[src/rtl/cache_pkg.sv]
package cache_pkg;

    // Address split: tag | index | 2-bit word offset
    localparam int TAG_W     = 20;
    localparam int INDEX_W   = 10;
    localparam int NUM_LINES = 1 << INDEX_W;    // Also the flush sweep end value

    // Main memory model, a 64 KB window of words
    localparam int MEM_WORDS   = 16384;
    localparam int MEM_LATENCY = 3;             // Strobe to ready, in cycles

    // Controller states
    typedef enum logic [2:0] {
        IDLE,
        COMPARE,
        WRITE_BACK,
        ALLOCATE,
        FLUSH_SCAN,
        FLUSH_WB,
        FLUSH_DONE
    } ctrl_state_t;

    // Valid and dirty bit update selects
    typedef enum logic [1:0] {
        SEL_KEEP  = 2'b00,
        SEL_CLEAR = 2'b01,
        SEL_SET   = 2'b10
    } sel_t;

endpackage

[src/rtl/cache_controller.sv]
module cache_controller
    import cache_pkg::*;
(
    input  logic clk,
    input  logic reset,
    // CPU side
    input  logic cpu_req,
    input  logic cpu_we,
    input  logic flush_req,
    output logic cpu_ready,
    // Datapath status
    input  logic cache_hit,
    input  logic dirty,
    input  logic flush_done,
    // Datapath selects
    output logic index_sel,
    output logic data_sel,
    output sel_t valid_sel,
    output sel_t dirty_sel,
    output logic rd_en,
    output logic wr_en,
    output logic count_en,
    output logic count_clear,
    output logic flush_sel,
    output logic valid_clear,
    // Memory side
    input  logic mem_ready,
    output logic mem_rd,
    output logic mem_wr
);
    ctrl_state_t state;
    ctrl_state_t state_next;
    logic        flush_end_q;                    // Cycle of flush_ack
    logic        start_ok;

    // Requests are still held during a done pulse, so they are ignored then
    assign start_ok = !cpu_ready && !flush_end_q;

    always_ff @(posedge clk or negedge reset)
    begin
        if (!reset)
        begin
            state       <= IDLE;
            cpu_ready   <= 1'b0;
            flush_end_q <= 1'b0;
        end
        else
        begin
            state       <= state_next;
            cpu_ready   <= (state == COMPARE) && cache_hit;
            flush_end_q <= (state == FLUSH_DONE);
        end
    end

    always_comb
    begin
        state_next  = state;
        index_sel   = 1'b0;
        data_sel    = 1'b0;
        valid_sel   = SEL_KEEP;
        dirty_sel   = SEL_KEEP;
        rd_en       = 1'b0;
        wr_en       = 1'b0;
        count_en    = 1'b0;
        count_clear = 1'b0;
        flush_sel   = 1'b0;
        valid_clear = 1'b0;
        mem_rd      = 1'b0;
        mem_wr      = 1'b0;

        case (state)
            IDLE:
            begin
                if (start_ok && flush_req)
                begin
                    count_en    = 1'b1;          // Restart sweep at line 0
                    count_clear = 1'b1;
                    state_next  = FLUSH_SCAN;
                end
                else if (start_ok && cpu_req)
                    state_next = COMPARE;
            end

            COMPARE:
            begin
                if (cache_hit)
                begin
                    if (cpu_we)
                    begin
                        wr_en     = 1'b1;
                        dirty_sel = SEL_SET;
                    end
                    else
                        rd_en = 1'b1;
                    state_next = IDLE;
                end
                // Memory strobe starts here to save a cycle on the miss
                else if (dirty)
                begin
                    mem_wr     = 1'b1;
                    state_next = WRITE_BACK;
                end
                else
                begin
                    mem_rd     = 1'b1;
                    state_next = ALLOCATE;
                end
            end

            WRITE_BACK:
            begin
                mem_wr = 1'b1;                   // Victim from stored tag
                if (mem_ready)
                    state_next = ALLOCATE;
            end

            ALLOCATE:
            begin
                mem_rd = 1'b1;
                if (mem_ready)
                begin
                    wr_en      = 1'b1;
                    data_sel   = 1'b1;
                    valid_sel  = SEL_SET;
                    dirty_sel  = SEL_CLEAR;
                    state_next = COMPARE;        // Finishes as a hit
                end
            end

            FLUSH_SCAN:
            begin
                index_sel = 1'b1;
                if (flush_done)
                    state_next = FLUSH_DONE;
                else if (dirty)
                    state_next = FLUSH_WB;
                else
                    count_en = 1'b1;             // Clean line, skip
            end

            FLUSH_WB:
            begin
                index_sel = 1'b1;
                mem_wr    = 1'b1;
                if (mem_ready)
                begin
                    dirty_sel  = SEL_CLEAR;
                    count_en   = 1'b1;
                    state_next = FLUSH_SCAN;
                end
            end

            FLUSH_DONE:
            begin
                valid_clear = 1'b1;
                flush_sel   = 1'b1;
                state_next  = IDLE;
            end

            default:
                state_next = IDLE;
        endcase
    end

endmodule

[config.mk]
export PLATFORM = sky130hd
export DESIGN_NAME = cache_controller
export DESIGN_NICKNAME = d
export VERILOG_FILES = /design/src/rtl/cache_pkg.sv /design/src/rtl/cache_controller.sv
export SDC_FILE = /design/constraint.sdc
export NUM_CORES = 1
export LEC_CHECK = 0
export BUFFER_PORTS_ARGS = -buffer_cell sky130_fd_sc_hd__buf_2
export CORE_AREA = 2 2 39 41
export DETAILED_ROUTE_END_ITERATION = 8
export DIE_AREA = 0 0 41 43
export PLACE_DENSITY = 0.65
export SLEW_MARGIN = 20
export SYNTH_ARGS = -nofsm -noshare
export SYNTH_HDL_FRONTEND = slang
export SYNTH_SLANG_ARGS = --single-unit
[constraint.sdc]
create_clock -name clk -period 2.4 [get_ports clk]
set_clock_uncertainty 0.1 [all_clocks]
set_input_delay 0.36 -clock clk [delete_from_list [all_inputs] [get_ports clk]]
set_output_delay 0.36 -clock clk [all_outputs]
set_load 0.01 [all_outputs]
==> qor.txt, run 1 <==
Status -> finished, final reports clean
Initial antenna violation count -> 0
Core Region -> 1384 um^2
Die width -> 41 um
Number of global-route vias before repair -> 358
Finished Layout Cells -> 87
# diodes -> 0
Crit Path Max Fanout -> 12
CTS tree -> built
Synthesized area -> 444.2 um^2
Row cnt -> 14
Pin count of the biggest net entering global routing -> 13
Crit path cell chain -> nor3_2, and3_1, a21o_1, buf_2
Setup repair bufs after CTS -> 0
Max cap viols -> 0
Clock-pin transition on the worst setup and hold timing paths -> 50 ps
PostCTS Resize Cnt -> 0
Top FF cell, synth -> dfrtp_1
IO buf count -> 22
Sequential fraction of the synthesis area -> 28.17%
CP endpoint kind -> primary output
Min Tclk post-route -> 1920 ps
Clock Tree Buf Depth -> 2
Final worst-path cycle share -> 79.99%
CP Launch Type -> flop
CTS H-tree lvls -> 1
Final WL -> 968 um
Global-route wire length before repair -> 1.497 mm
Wire per inst -> 11.13 um
DRT Pass-1 Iters -> 4
Half-perimeter wire length after detailed placement -> 779 um
Fmax achieved -> 520.9 MHz
Fin. Hold Viols -> 0
Crit Path Class -> flop to primary output
Syn Inst Count -> 50
Power per cell area -> 1137 nW/um^2
Worst ir drop on vdd -> 0.0004214 V
Synthesized area per cell -> 8.884 um^2
Yosys top cell by area -> dfrtp_1
DRC -> 0
Layout cell share with drive strength beyond 1 -> 49.30%
Placer Congestion -> 0.8008
Vias -> 419
Clk sinks -> 5
#FFs+latches synth -> 5
Die H -> 43 um
Slowest stage cell, crit path -> dfrtp_1
Crit path DAT -> 1460 ps
Boundary Pins -> 24
Setup TNS -> 0 ps
Routed Antenna Nets -> 0
Syn Nets -> 59
EDFF count, synth -> 0
Vias per Instance -> 4.816
Placed insts -> 82
Hold Crit Class -> input port to flop
GRT overflow -> 0
Starting Density -> 32.10%
Cell variety after synth -> 27
CP bufs+invs -> 1
Worst Hold Slack -> 300.4 ps
Critical path required time -> 1940 ps
Hold Buf Count CTS -> 1
DIE AREA -> 1763 um^2
Slowest cell delay on critical path -> 500 ps
Root Driver -> clkbuf_4
First DRT Iteration DRCs -> 2
Total global-route track usage -> 13.03%
Final setup vio count -> 0
Area growth, synth to finish -> 25.63%
Crit-path leading delay family -> simple AND/OR/NAND/NOR gates
Clock buffer count from CTS -> 3
Max-slew violation count -> 0
Clock Latency Late Sink -> 240 ps
Leak pwr -> 0.0003155 uW
Nets -> 81
Largest cells by area after synthesis -> dfrtp_1, buf_4, buf_6
YS warnings -> 0
Share of the synthesized area in the top cell type -> 28.17%
RSZ-0062 raised after global routing -> no
Fraction of registers with async set/reset -> 100.0%
cells by family (layout without fill, tap and decap cells):
group	Yosys count	in the layout	synth area share, %
AND/OR/NAND/NOR	21	21	32.96
AO/OA/AOI/OAI	14	14	23.66
flip-flops	5	5	28.17
buffers and inverters	9	30	14.37
other	1	1	0.8443
where the power goes:
part / total, uW / switching (uW) / internal, uW
clock: 98.8 / 35.8 / 63.0
sequential: 202 / 85.6 / 117
combinational: 334 / 163 / 171
final cells by class:
| class | instances | area (um^2) |
|---|---|---|
| fill | 152 | 825.8 |
| multi-input combinational | 36 | 255.2 |
| sequential | 5 | 125.1 |
| timing repair buffer | 23 | 120.1 |
| clock buffer | 4 | 26.28 |
| tap | 16 | 20.02 |
| inverter | 3 | 11.26 |
synth_stat cells, types with 2 or more instances:
cell     count
buf_6        2
o21a_1       2
nand2_1      2
and3_1       2
o21ai_0      2
inv_1        3
nor2b_1      3
nor2_1       3
nor2_2       2
a21o_1       2
and2b_2      2
buf_4        4
a21oi_1      3
dfrtp_1      5
per-layer routing:
metal	track usage [%]	share of wire (%)	up-vias
met2	20.94	51	17
met1	14.43	41	190
met4	6.000	1.1	0
met3	4.712	6.8	2
met5	0	0	-
li1	-	-	210
registers in the layout (all words and copies together) (netlist names):
register	flops
cpu_ready	1
state	3
flush_end_q	1
worst register-to-register path, cell delays in order, from the launching register on:
cell and delay (ps):
dfrtp_1 510, or2_0 280, a221oi_2 190, a211oi_2 60
metrics by stage:
step                      util, %  setup WS [ps]  area [um^2]  power (uW)
final                       40.33          480.2        558.0       634.6
after CTS                   40.33          468.9        558.0       645.4
after floorplan                 -          873.9        444.2       478.7
after detailed placement    37.70          741.3        521.8       540.9
after global routing        40.33          334.2        558.0       696.5
after global placement      37.70          771.2        521.8       534.2
cell usage in the layout (no fill, tap or decap), types with 2 or more instances in the layout:
cell / instances
clkbuf_4: 3
a21oi_1: 3
buf_2: 22
and2b_2: 2
nand2_1: 2
nor2_2: 2
inv_1: 3
nor2_1: 3
nor2b_1: 3
and3_1: 2
a21o_1: 2
dfrtp_1: 5
o21ai_0: 2
o21a_1: 2
final timing paths:
check	start	endpoint	slack, ps	cells after the start
max	state[0]	count_en	480	4
min	flush_req	state[2]	300	3
max reg2reg	state[2]	state[0]	1110	3
min reg2reg	flush_end_q	state[2]	540	3
max in group asynchronous	reset	state[0]	1710	2
min in group asynchronous	reset	cpu_ready	360	2
No activity file was read; power rests on OpenSTA's default activity.
==> inputs of run 2 (changes only) <==
--- a/config.mk
+++ b/config.mk
@@ -9,7 +9,7 @@
 export CORE_AREA = 2 2 39 41
 export DETAILED_ROUTE_END_ITERATION = 8
 export DIE_AREA = 0 0 41 43
-export PLACE_DENSITY = 0.65
+export PLACE_DENSITY = 0.67
 export SLEW_MARGIN = 20
 export SYNTH_ARGS = -nofsm -noshare
 export SYNTH_HDL_FRONTEND = slang
==> constraint.sdc (replaced) <==
create_clock -name clk -period 1.66 [get_ports clk]
set_clock_uncertainty 0.1 [all_clocks]
set_input_delay 0.249 -clock clk [delete_from_list [all_inputs] [get_ports clk]]
set_output_delay 0.249 -clock clk [all_outputs]
set_load 0.01 [all_outputs]
==> qor.txt, run 2 (same netlist as run 1, synthesis figures left out) <==
Starting Density -> 32.10% (unchanged)
Setup TNS -> 0 ps (unchanged)
Core Region -> 1384 um^2 (unchanged)
DIE AREA -> 1763 um^2 (unchanged)
CP bufs+invs -> 2 (+1)
Global-route wire length before repair -> 1.662 mm (+11%)
Min Tclk post-route -> 1648 ps
Placed Area -> 536.8 um^2 (+2.9%)
Crit path DAT -> 1300 ps (-160 ps)
Clock Tree Buf Depth -> 2 (unchanged)
GRT overflow -> 0 (unchanged)
DRC -> 0 (unchanged)
Die H -> 43 um (unchanged)
Area growth, synth to finish -> 54.08%
Top flop regs -> state x3, cpu_ready x1, flush_end_q x1
Fmax achieved -> 606.6 MHz
CP endpoint kind -> primary output
Clock-pin transition on the worst setup and hold timing paths -> 40 ps (about the same)
CTS tree -> built
Slowest stage cell, crit path -> dfrtp_2
Vias -> 450 (+7.4%)
Placer Congestion -> 0.7363 (-8.1%)
Slowest cell delay on critical path -> 430 ps (-70 ps)
Fin. Hold Viols -> 0 (unchanged)
Critical path required time -> 1310 ps (-630 ps)
Final Util -> 49.46% (+9.1 points)
Status -> finished, final reports clean
First DRT Iteration DRCs -> 2 (unchanged)
Leak pwr -> 0.0003744 uW (+19%)
Largest register FFs -> 3 (unchanged)
# diodes -> 0 (unchanged)
Final WL -> 1.177 mm (+22%)
Layout cell share with drive strength beyond 1 -> 65.43% (+16 points)
RSZ-0062 raised after global routing -> yes
Crit Path Max Fanout -> 6 (-6)
Commonest non-fill, non-tap cells in the layout -> buf_2, buf_4
Number of global-route vias before repair -> 387 (+8.1%)
Row cnt -> 14 (unchanged)
Nets -> 91 (+12%)
Crit Path Class -> flop to primary output
Max-slew violation count -> 0 (unchanged)
Wire per inst -> 12.13 um (+9.1%)
Clock Latency Late Sink -> 240 ps (about the same)
Commonest non-fill, non-tap cell in the layout -> buf_2
DRT Pass-1 Iters -> 2 (-2)
Routed Antenna Nets -> 0 (unchanged)
Die width -> 41 um (unchanged)
Boundary Pins -> 24 (unchanged)
Hold Crit Class -> input port to flop
Final worst-path cycle share -> 99.31%
Vias per Instance -> 4.639 (-3.7%)
Power per cell area -> 1724 nW/um^2 (+52%)
Post-route cell area -> 684.4 um^2 (+23%)
Pin count of the biggest net entering global routing -> 11 (-2)
Worst ir drop on vdd -> 0.0008441 V (+100%)
Half-perimeter wire length after detailed placement -> 739.7 um (-5.0%)
Crit-path leading delay family -> flip-flops
Initial antenna violation count -> 0 (unchanged)
CP Launch Type -> flop
Root Driver -> clkbuf_4
Clock buffer count from CTS -> 3 (unchanged)
Total global-route track usage -> 14.23% (+1.2 points)
Clk sinks -> 5 (unchanged)
Max cap viols -> 0 (unchanged)
IO buf count -> 22 (unchanged)
Crit path cell chain -> buf_4, nand2b_1, o22ai_1, buf_2
CTS H-tree lvls -> 1 (unchanged)
Most flops, register -> state
Final setup vio count -> 0 (unchanged)
[run 2: changes by cell type in the layout (fill, tap and decap cells not counted), sizes merged]
cell	before	now
buf	22	31
dlymetal6s2s	0	1
[run 2: final timing paths]
path,start,to,slack [ps],cells after the start
max in group asynchronous,reset,state[0],1060,2
worst min register to register,state[1],state[2],410,1
worst min-delay path,flush_req,state[2],180,3
min in group asynchronous,reset,cpu_ready,260,2
worst max-delay path,state[0],mem_wr,10,4
worst max register to register,state[2],state[0],280,4
[run 2: cell type report]
cell class	count	area (um^2)
Fill cell	137	699.4
Multi-Input combinational cell	36	287.8
Timing Repair Buffer	33	210.2
Sequential cell	5	128.9
Clock buffer	4	26.28
Tap cell	16	20.02
Inverter	3	11.26
[run 2: per-stage QoR]
| stage | std cells | worst slack [ps] | total power, uW | hold slack (ps) |
|---|---|---|---|---|
| after detailed placement | 84 | 139.3 | 820.0 | -35.39 |
| after global routing | 97 | -67.26 | 1290 | 195.4 |
| after CTS | 93 | 10.00 | 1049 | 169.3 |
| after floorplan | 50 | 244.9 | 692.1 | -146.6 |
| final | 97 | 11.53 | 1180 | 177.8 |
| after global placement | 84 | 160.5 | 811.0 | -36.65 |
[run 2: power by group]
part	total [uW]	leakage (uW)	internal (uW)	switching (uW)
clock network	138	0.0000150	90.7	47.2
registers	250	0.0000608	177	73.0
logic	792	0.000299	427	365
[run 2: worst min-delay path: stages]
cell and delay (ps):
buf_2 100, a21oi_1 60, nor2_1 80
[run 2: timing repair]
action,CTS,global route
hold endpoints to repair,5,0
setup endpoints to repair,7,8
hold buffers,1,0
buffers inserted,4,4
resized for setup,5,7
cloned,0,0
pin swaps,2,1
[run 2: metal layers]
layer / track usage (%) / up-vias / part of all wire [%]
met2: 21.25 / 16 / 53
met4: 6.000 / 0 / 0.68
met5: 0 / - / 0
li1: - / 228 / -
met3: 4.712 / 2 / 6.1
met1: 17.97 / 204 / 40
